### src/hdl/tea_pkg.sv
// Types, function codes and cipher constants for the TEA accelerator, imported by its RTL modules
`default_nettype none

package tea_pkg;

	////////////////////
	// Data types

	// One CPU data word
	typedef logic [31:0] word_t;

	// 64-bit cipher block, v0 is the lower word
	typedef struct packed
	{
		word_t v1;
		word_t v0;
	} block_t;

	// Function identifier of a custom instruction
	typedef logic [9:0] func_id_t;

	// Command as presented by the CPU
	typedef struct packed
	{
		func_id_t function_id;
		word_t    inputs_0;
		word_t    inputs_1;
	} tea_cmd_t;

	////////////////////
	// Function codes

	// Only bits [1:0] are decoded
	localparam func_id_t FUNC_ENCRYPT    = 10'd0;
	localparam func_id_t FUNC_READ_UPPER = 10'd1;

	////////////////////
	// Cipher constants

	typedef struct packed
	{
		word_t k3;
		word_t k2;
		word_t k1;
		word_t k0;
	} tea_key_t;

	localparam tea_key_t TEA_KEY = '{
		k0: 32'h01234567,
		k1: 32'h89abcdef,
		k2: 32'h13579248,
		k3: 32'h248a0135
	};

	localparam word_t TEA_DELTA = 32'h9e3779b9;

endpackage

`default_nettype wire

### src/hdl/tea_core.sv
// Iterative TEA encryption engine, one full round per clock, started by a one-cycle pulse
`timescale 1ns/1ps
`default_nettype none

module tea_core
	import tea_pkg::*;
#(
	parameter int ROUNDS = 32
)
(
	input  logic   clk,
	input  logic   reset,
	input  logic   start,
	input  block_t plain,
	output logic   done,
	output block_t cipher
);

	////////////////////
	// Declarations

	localparam int CW = (ROUNDS > 1) ? $clog2(ROUNDS) : 1;

	typedef logic [CW-1:0] round_cnt_t;

	localparam round_cnt_t LAST_ROUND = round_cnt_t'(ROUNDS - 1);

	typedef enum logic
	{
		ST_IDLE,
		ST_RUN
	} core_state_t;

	core_state_t state;
	round_cnt_t  round_cnt;

	// Working block and running sum
	block_t blk;
	word_t  sum;

	word_t v0_next;
	word_t v1_next;

	////////////////////
	// Round function

	// Feistel half step of TEA
	function automatic word_t tea_mix
	(
		input word_t v,
		input word_t ka,
		input word_t kb,
		input word_t s
	);
		word_t hi;
		word_t mid;
		word_t lo;
		hi  = (v << 4) + ka;
		mid = v + s;
		lo  = (v >> 5) + kb;
		return hi ^ mid ^ lo;
	endfunction

	// Second half uses the freshly mixed v0
	assign v0_next = blk.v0 + tea_mix(blk.v1, TEA_KEY.k0, TEA_KEY.k1, sum);
	assign v1_next = blk.v1 + tea_mix(v0_next, TEA_KEY.k2, TEA_KEY.k3, sum);

	////////////////////
	// Datapath

	always_ff @(posedge clk)
	begin
		if (start)
		begin
			blk <= plain;
			sum <= TEA_DELTA;
		end
		else if (state == ST_RUN)
		begin
			blk.v0 <= v0_next;
			blk.v1 <= v1_next;
			sum    <= sum + TEA_DELTA;
		end
	end

	assign cipher = blk;

	////////////////////
	// Round sequencing

	always_ff @(posedge clk or posedge reset)
	begin
		if (reset)
		begin
			state     <= ST_IDLE;
			round_cnt <= '0;
			done      <= 1'b0;
		end
		else
		begin
			done <= 1'b0;
			case (state)
				ST_IDLE:
				begin
					if (start)
					begin
						state     <= ST_RUN;
						round_cnt <= '0;
					end
				end
				ST_RUN:
				begin
					round_cnt <= round_cnt + 1'b1;
					// Last round lands together with done
					if (round_cnt == LAST_ROUND)
					begin
						state <= ST_IDLE;
						done  <= 1'b1;
					end
				end
				default:
				begin
					state <= ST_IDLE;
				end
			endcase
		end
	end

	////////////////////
	// Checks

	// The controller must wait for done before the next block
	assert property (@(posedge clk) disable iff (reset)
		start |-> state == ST_IDLE)
		else $error("tea_core: start received while a block is still being encrypted");

endmodule

`default_nettype wire

### src/hdl/tea_cmd_ctrl.sv
// Command decode and response handshake of the TEA custom instruction, drives the engine
`timescale 1ns/1ps
`default_nettype none

module tea_cmd_ctrl
	import tea_pkg::*;
(
	input  logic     clk,
	input  logic     reset,
	input  logic     cmd_valid,
	input  tea_cmd_t cmd,
	output logic     cmd_ready,
	output logic     rsp_valid,
	output word_t    rsp_data,
	input  logic     rsp_ready,
	output logic     start,
	output block_t   plain,
	input  logic     done,
	input  block_t   cipher
);

	////////////////////
	// Declarations

	typedef enum logic [1:0]
	{
		ST_IDLE,
		ST_ENCRYPT,
		ST_RESPOND
	} ctrl_state_t;

	ctrl_state_t state;

	// Upper word of the last ciphertext, served by read-upper
	word_t result;

	logic cmd_fire;
	logic is_encrypt;
	logic is_read_upper;

	////////////////////
	// Decode

	assign cmd_ready = (state == ST_IDLE);
	assign cmd_fire  = cmd_valid && cmd_ready;

	assign is_encrypt    = (cmd.function_id[1:0] == FUNC_ENCRYPT[1:0]);
	assign is_read_upper = (cmd.function_id[1:0] == FUNC_READ_UPPER[1:0]);

	////////////////////
	// Control FSM

	always_ff @(posedge clk or posedge reset)
	begin
		if (reset)
		begin
			state     <= ST_IDLE;
			start     <= 1'b0;
			rsp_valid <= 1'b0;
			result    <= '0;
		end
		else
		begin
			start <= 1'b0;
			case (state)
				ST_IDLE:
				begin
					// Other function codes are taken and dropped
					if (cmd_fire && is_encrypt)
					begin
						start <= 1'b1;
						state <= ST_ENCRYPT;
					end
					else if (cmd_fire && is_read_upper)
					begin
						state <= ST_RESPOND;
					end
				end
				ST_ENCRYPT:
				begin
					if (done)
					begin
						result    <= cipher.v1;
						rsp_valid <= 1'b1;
						state     <= ST_RESPOND;
					end
				end
				ST_RESPOND:
				begin
					// Read-upper arrives here with valid still low
					if (!rsp_valid)
					begin
						rsp_valid <= 1'b1;
					end
					else if (rsp_ready)
					begin
						rsp_valid <= 1'b0;
						state     <= ST_IDLE;
					end
				end
				default:
				begin
					state <= ST_IDLE;
				end
			endcase
		end
	end

	////////////////////
	// Payload

	always_ff @(posedge clk)
	begin
		if (cmd_fire && is_encrypt)
		begin
			plain.v0 <= cmd.inputs_0;
			plain.v1 <= cmd.inputs_1;
		end

		if (cmd_fire && is_read_upper)
		begin
			rsp_data <= result;
		end
		else if (state == ST_ENCRYPT && done)
		begin
			rsp_data <= cipher.v0;
		end
	end

	////////////////////
	// Checks

	assert property (@(posedge clk) disable iff (reset)
		rsp_valid && !rsp_ready |=> rsp_valid && $stable(rsp_data))
		else $error("tea_cmd_ctrl: response changed while stalled");

	// No new command while a block or a response is outstanding
	assert property (@(posedge clk) disable iff (reset)
		(cmd_fire && (is_encrypt || is_read_upper))
		|| (!cmd_ready && !(rsp_valid && rsp_ready)) |=> !cmd_ready)
		else $error("tea_cmd_ctrl: cmd_ready rose before the response transfer");

endmodule

`default_nettype wire

### src/hdl/tea_accel.sv
// Top level of the TEA custom-instruction accelerator, command controller plus engine
`timescale 1ns/1ps
`default_nettype none

module tea_accel
	import tea_pkg::*;
#(
	parameter int ROUNDS = 32
)
(
	input  logic     clk,
	input  logic     reset,
	input  logic     cmd_valid,
	input  tea_cmd_t cmd,
	output logic     cmd_ready,
	output logic     rsp_valid,
	output word_t    rsp_data,
	input  logic     rsp_ready
);

	////////////////////
	// Engine link

	logic   start;
	block_t plain;
	logic   done;
	block_t cipher;

	tea_cmd_ctrl i_tea_cmd_ctrl
	(
		.clk       (clk),
		.reset     (reset),
		.cmd_valid (cmd_valid),
		.cmd       (cmd),
		.cmd_ready (cmd_ready),
		.rsp_valid (rsp_valid),
		.rsp_data  (rsp_data),
		.rsp_ready (rsp_ready),
		.start     (start),
		.plain     (plain),
		.done      (done),
		.cipher    (cipher)
	);

	// Fixed latency of ROUNDS cycles from start to done
	tea_core #(
		.ROUNDS (ROUNDS)
	) i_tea_core
	(
		.clk    (clk),
		.reset  (reset),
		.start  (start),
		.plain  (plain),
		.done   (done),
		.cipher (cipher)
	);

endmodule

`default_nettype wire

### config.mk
export PLATFORM = sky130hd
export DESIGN_NAME = tea_accel
export DESIGN_NICKNAME = d
export VERILOG_FILES = /design/src/hdl/tea_pkg.sv /design/src/hdl/tea_core.sv /design/src/hdl/tea_cmd_ctrl.sv /design/src/hdl/tea_accel.sv
export SDC_FILE = /design/constraint.sdc
export NUM_CORES = 1
export LEC_CHECK = 0
export BUFFER_PORTS_ARGS = -buffer_cell sky130_fd_sc_hd__buf_4
export CAP_MARGIN = 20
export CORE_ASPECT_RATIO = 1.75
export CORE_MARGIN = 1.5
export CORE_UTILIZATION = 45
export CTS_CLUSTER_SIZE = 16
export DETAILED_ROUTE_END_ITERATION = 8
export MAX_ROUTING_LAYER = met4
export PLACE_DENSITY = 0.62
export SLEW_MARGIN = 10
export SYNTH_ARGS = -nofsm -noshare
export SYNTH_HDL_FRONTEND = slang
export SYNTH_SLANG_ARGS = --single-unit
### constraint.sdc
create_clock -name clk -period 24.6 [get_ports clk]
set_input_delay 0 -clock clk [delete_from_list [all_inputs] [get_ports clk]]
set_output_delay 0 -clock clk [all_outputs]
set_load 0.005 [all_outputs]
# ---- After elaboration in Yosys (flattened, before gate mapping)
# Index checks and enable logic that the tools add are counted.
dict set report word_totals {
  regBits 235
  elab_cells 72
}
dict set report classes {
  add_sub_neg 10
  n_eq_ne 9
  muxes 23
  bitwise 5
  n_reduce_logical 12
}
# cell n
set ops {}
lappend ops {{$add A32 B32 Y32} 4}
lappend ops {{$mux W64} 2}
lappend ops {{$xor A32 B32 Y32} 4}
lappend ops {{$mux W32} 2}
lappend ops {{$add A27 B32 Y32 const B} 1}
lappend ops {{$add A32 B25 Y32 const B} 1}
lappend ops {{$add A32 B29 Y32 const B} 1}
lappend ops {{$add A32 B32 Y32 const B} 1}
lappend ops {{$add A27 B30 Y31 const B} 1}
lappend ops {{$mux W2} 5}
lappend ops {{$pmux W5 S2} 1}
lappend ops {{$mux W1} 9}
lappend ops {{$pmux W2 S3} 1}
lappend ops {{$reduce_bool A2 Y1} 3}
lappend ops {{$add A5 B1 Y5 const B} 1}
lappend ops {{$eq A5 B5 Y1 const B} 1}
lappend ops {{$mux W5} 1}
lappend ops {{$eq A2 B1 Y1 const B} 2}
lappend ops {{$logic_and A1 B1 Y1} 4}
lappend ops {{$logic_not A2 Y1} 2}
lappend ops {{$ne A2 B1 Y1 const B} 2}
lappend ops {{$ne A2 B2 Y1 const B} 2}
lappend ops {{$pmux W1 S2} 2}
lappend ops {{$reduce_and A2 Y1} 2}
lappend ops {{other kinds (4)} 4}

# ---- Logic depth before layout (Yosys ltp)
dict set report logic_depth {
  depth_word 10
  depth_mapped 43
  mapped_depth_nobuf 41
}

# ---- Hierarchy
# Synthesis repeated with hierarchy kept, for this count alone.
dict set report hier_totals {
  hier_cells 1873
  hier_area_um2 18348.8
}
# mod instances cells_each area_per_inst_um2 seq_area_each_um2
set by_module_without_submodules {}
lappend by_module_without_submodules {tea_core 1 1652 13543.0 2737.6}
lappend by_module_without_submodules {tea_cmd_ctrl 1 221 4805.9 3783.6}

# ---- Worst setup path after synthesis
# Ideal clock, no wire load.
dict set report synth_path {
  path_type {register to register}
  startpoint {register i_tea_cmd_ctrl.state[0]}
  endpoint {register i_tea_cmd_ctrl.rsp_data[0], enable pin}
  setup_time_ps 993
  arrival_time_ps 10024
  required_ps 23607
  slack_ps 13582
  path_stages_with_launch 4
  synth_period_minus_slack_ps 11018
  cell_sequence {dfrtp_1 clkbuf_1 nor4_1 nor2_1}
}
dict set report synth_between {
  elab_chain_cells 4
}
# element line_no
set synth_rtl {}
lappend synth_rtl {{from (decl)} tea_cmd_ctrl.sv:32} ;# ctrl_state_t state;
lappend synth_rtl {{from (signal assigned)} tea_cmd_ctrl.sv:57} ;# state <= ST_IDLE;
lappend synth_rtl {{from (signal assigned)} tea_cmd_ctrl.sv:72} ;# state <= ST_ENCRYPT;
lappend synth_rtl {{from (signal assigned)} tea_cmd_ctrl.sv:76} ;# state <= ST_RESPOND;
lappend synth_rtl {{$logic_not A2 Y1} tea_cmd_ctrl.sv:44} ;# assign cmd_ready = (state == ST_IDLE);
lappend synth_rtl {{$logic_and A1 B1 Y1} tea_cmd_ctrl.sv:45} ;# assign cmd_fire = cmd_valid && cmd_ready;
lappend synth_rtl {{$logic_and A1 B1 Y1} tea_cmd_ctrl.sv:120} ;# if (cmd_fire && is_read_upper)
lappend synth_rtl {{$reduce_bool A2 Y1 (no line) *} --}
lappend synth_rtl {{to (signal assigned)} tea_cmd_ctrl.sv:122} ;# rsp_data <= result;
lappend synth_rtl {{to (signal assigned)} tea_cmd_ctrl.sv:126} ;# rsp_data <= cipher.v0;
lappend synth_rtl {{to (decl)} tea_cmd_ctrl.sv:14} ;# output word_t rsp_data,
# Every way passes the cells marked *; elsewhere a longest branch is shown, timed or not.
# A chain may end at the register's enable or synchronous reset.

# ---- Final worst setup path
dict set report layout_path {
  startpoint {register i_tea_core.blk (netlist bit i_tea_core.cipher[32])}
  endpoint {register i_tea_core.blk (netlist bit i_tea_core.cipher[63]), data pin}
}
dict set report layout_between {
  elab_chain_cells 10
}
# element line_no
set layout_rtl {}
lappend layout_rtl {{from (decl)} tea_core.sv:38} ;# block_t blk;
lappend layout_rtl {{from (signal assigned)} tea_core.sv:75} ;# blk <= plain;
lappend layout_rtl {{$add A32 B32 Y32 or $add A32 B25 Y32 (tied branches)} {tea_core.sv:59, tea_core.sv:58}}
lappend layout_rtl {{$xor A32 B32 Y32 (2 in a row)} tea_core.sv:61} ;# return hi ^ mid ^ lo;
lappend layout_rtl {{$add A32 B32 Y32} tea_core.sv:65} ;# assign v0_next = blk.v0 + tea_mix(blk.v1, TEA_KEY.k0, TEA_KEY.k1, sum);
lappend layout_rtl {{$add A32 B32 Y32 or $add A32 B29 Y32 (tied branches)} {tea_core.sv:59, tea_core.sv:58}}
lappend layout_rtl {{$xor A32 B32 Y32 (2 in a row)} tea_core.sv:61}
lappend layout_rtl {{$add A32 B32 Y32 *} tea_core.sv:66} ;# assign v1_next = blk.v1 + tea_mix(v0_next, TEA_KEY.k2, TEA_KEY.k3, sum);
lappend layout_rtl {{$mux W64 *} tea_core.sv:78} ;# else if (state == ST_RUN)
lappend layout_rtl {{$mux W64 *} tea_core.sv:73} ;# if (start)
# Every way passes the cells marked *; elsewhere a longest branch is shown, timed or not. The select of a mux whose other input is x is not followed.

==> flow_summary.ini <==
[outcome]
status = finished, final reports clean

[routing]
vias_per_cell = 5.77
drt-initial-drc-count = 822
drt-total-wl_um = 54700
via_count = 14700
drc = 0
dr.pass1.iters = 5
antenna_left = 0
wl_per_cell_um = 21.5

[job]
cap_viol_max_count = 0

[cts]
cts_tree = yes
cts_hold_buf = 68
cts_buffer_depth = 3
post-cts-setup-buffers = 0
cts_sinks = 235
cts_root_buf = clkbuf_16
numCtsBuffers = 25
cts_resized = 0
cts_max_level = 1
clock_latency_ns = 0.57
clk_pin_slew_ns = 0.06

[die]
die_x_um = 155
num_rows = 97
dieArea_mm2 = 0.0417
initial_core_util = 0.455
fp.dieH_um = 269
ioPinCount = 112
core_area_mm2 = 0.0399

[sta]
finalHoldViolations = 0
timing.final.max_slew_violations = 0
skew_ns = 0.0313
fin_crit_sh = 0.411
tns_ns = 0
fmaxAchievable_mhz = 99.0
setup_violations = 0
fin_crit_ns = 10.11
worst_pin_slew_ns = 1.09
whs_ns = 0.0550
max-slew-margin-rel = 0.270
grt_setup_unrepaired = no

[synth]
synth-main-ff-cell = edfxtp_1
synth_area_leaders = edfxtp_1 (26%), xnor2_1 (12%), ha_1 (9.4%)
synth_edf_count = 160
yosysWarnings = 0
synth_top_area_frac = 0.264
syn_area_mm2 = 0.0182
synth_top_cell_by_area = edfxtp_1
yosysUniqueCellTypes = 93
async_flop_share = 0.183
syn_nets = 2091
yosysSeqAreaShare = 0.359
syn_area_per_cell_um2 = 9.71
synth_seq_cells = 235
syn-instance-count = 1872

[placement]
gp_congestion = 0.933
place.port_buffers = 103
dpl_cell_area_mm2 = 0.0195
dp_hpwl_um = 41200

[global_routing]
antenna_found_initial = 0
grt_overflow = 0
grt_pass1_wl_um = 82800
grt_pass1_vias = 14700
track_usage = 0.270
grt_max_degree = 67

[finish]
regArea_mm2 = 0.00653
nets = 2253
utilization = 0.527
multi_input_area_mm2 = 0.0112
fin_area_mm2 = 0.0210
area_growth_pct = 15.7
drive_gt1_frac = 0.141
diodes = 0
layout_commonest_cell = xnor2_1
final_cell_mix = xnor2_1 (255), nand2_1 (174), edfxtp_1 (160), ha_1 (137), a21oi_1 (126)
fill_cells = 3647

[worst_setup_path]
crit_fanout = 8
critical_path.slowest_cell = xnor2_1
r2r_end = i_tea_core.cipher[63]$_DFFE_PP_
r2r_setup_slack_ns = 14.49
cpPeakStageDelay_ns = 0.84
worstPathArrival_ns = 10.39
r2r_start = i_tea_core.cipher[32]$_DFFE_PP_
endpoint = i_tea_core.cipher[63]$_DFFE_PP_
start_kind = flip-flop
cp_common_cell = xnor2_1
crit_path_end_kind = flip-flop
required_ns = 24.89
path_class = flip-flop to flip-flop
crit_path_start = i_tea_core.cipher[32]$_DFFE_PP_
r2r_cells = 39

[min_path]
hold_start = cmd[65]
hold_class = input pin to flip-flop
[how the worst min path moves through the flow]
stage | end | slack [ns] | cells past startpoint
6_report | i_tea_cmd_ctrl.state[1]$_DFFE_PP0P_ | 0.05 | 5
5_1_grt | i_tea_cmd_ctrl.state[1]$_DFFE_PP0P_ | 0.11 | 5
4_1_cts | i_tea_cmd_ctrl.state[1]$_DFFE_PP0P_ | 0.04 | 5
3_5_place_dp | i_tea_cmd_ctrl.plain[50]$_DFFE_PP_ | 0.18 | 1
3_3_place_gp | i_tea_cmd_ctrl.plain[58]$_DFFE_PP_ | 0.18 | 1
2_1_floorplan | i_tea_cmd_ctrl.start$_DFF_PP0_ | 0.07 | 1
[critical path: cells and delay by family (launching register included)]
kind            cells  cell delay, ns
flops               1            0.47
fa+ha+maj           5            1.96
simple gates        7            1.17
buf+inv             1            0.37
compound gates     18            3.67
xor+xnor            8            2.14
[cells by family after synthesis]
family                   Yosys count  synth area share
multiplexers                      78            0.0482
buffers and inverters            109            0.0253
AND/OR/NAND/NOR                  486             0.129
flip-flops                       235             0.359
AO/OA/AOI/OAI                    474             0.169
XOR/XNOR                         349             0.171
adder cells (fa/ha/maj)          141            0.0987
[cell type report]
cell class,instances,share of cell area
multi-input cells,1528,0.533
well taps,495,0.0295
flip-flops and latches,235,0.310
inverters,49,0.00899
clock buffers,31,0.0318
clock inverters,13,0.00673
repair buffers,195,0.0793
[stage by stage]
| stage | std cells | setup WS (ns) |
|---|---|---|
| finish | 2546 | 14.49 |
| global route | 2546 | 13.87 |
| CTS | 2544 | 14.59 |
| detailed placement | 2432 | 14.68 |
| global placement | 2432 | 14.66 |
| floorplan | 1872 | 13.58 |
[cells in the mapped netlist (all sizes together) (6+ instances only)]
library cell and number:
or2 12, xor2 91, dfxtp 32, a221o 6, or3 6, clkbuf 36, nor3b 9, nor2 96
nand3 47, a211oi 15, nand4 14, a21boi 7, a21oi 128, nor3 35, and2 14, o21ai 132
a211o 7, a31oi 23, edfxtp 160, nand3b 6, o21bai 17, nor2b 15, nor4 10, and3 19
ha 137, o21a 25, o31ai 9, inv 46, o211ai 11, mux2 77, dfrtp 43, xnor2 257
buf 24, nand2b 16, nand2 175, a21o 52
[registers in the layout (all words and copies together) (netlist names)]
name,count
i_tea_cmd_ctrl.plain,64
i_tea_cmd_ctrl.rsp_data,32
i_tea_core.done,1
i_tea_cmd_ctrl.result,32
i_tea_core.cipher,64
i_tea_cmd_ctrl.rsp_valid,1
i_tea_cmd_ctrl.start,1
i_tea_core.sum,32
i_tea_core.state,1
i_tea_cmd_ctrl.state,2
i_tea_core.round_cnt,5
[layer usage]
layer	track usage	share of wire	vias up	wire, um
met4	0.186	0.079	0	4340
met1	0.262	0.35	7097	19300
met3	0.0219	0.032	138	1730
met2	0.507	0.54	338	29300
li1	-	-	7118	-
met5	-	0	-	0
Power is not shown: default switching activity piles up to over one toggle a cycle in this logic, so the estimate is an artifact.
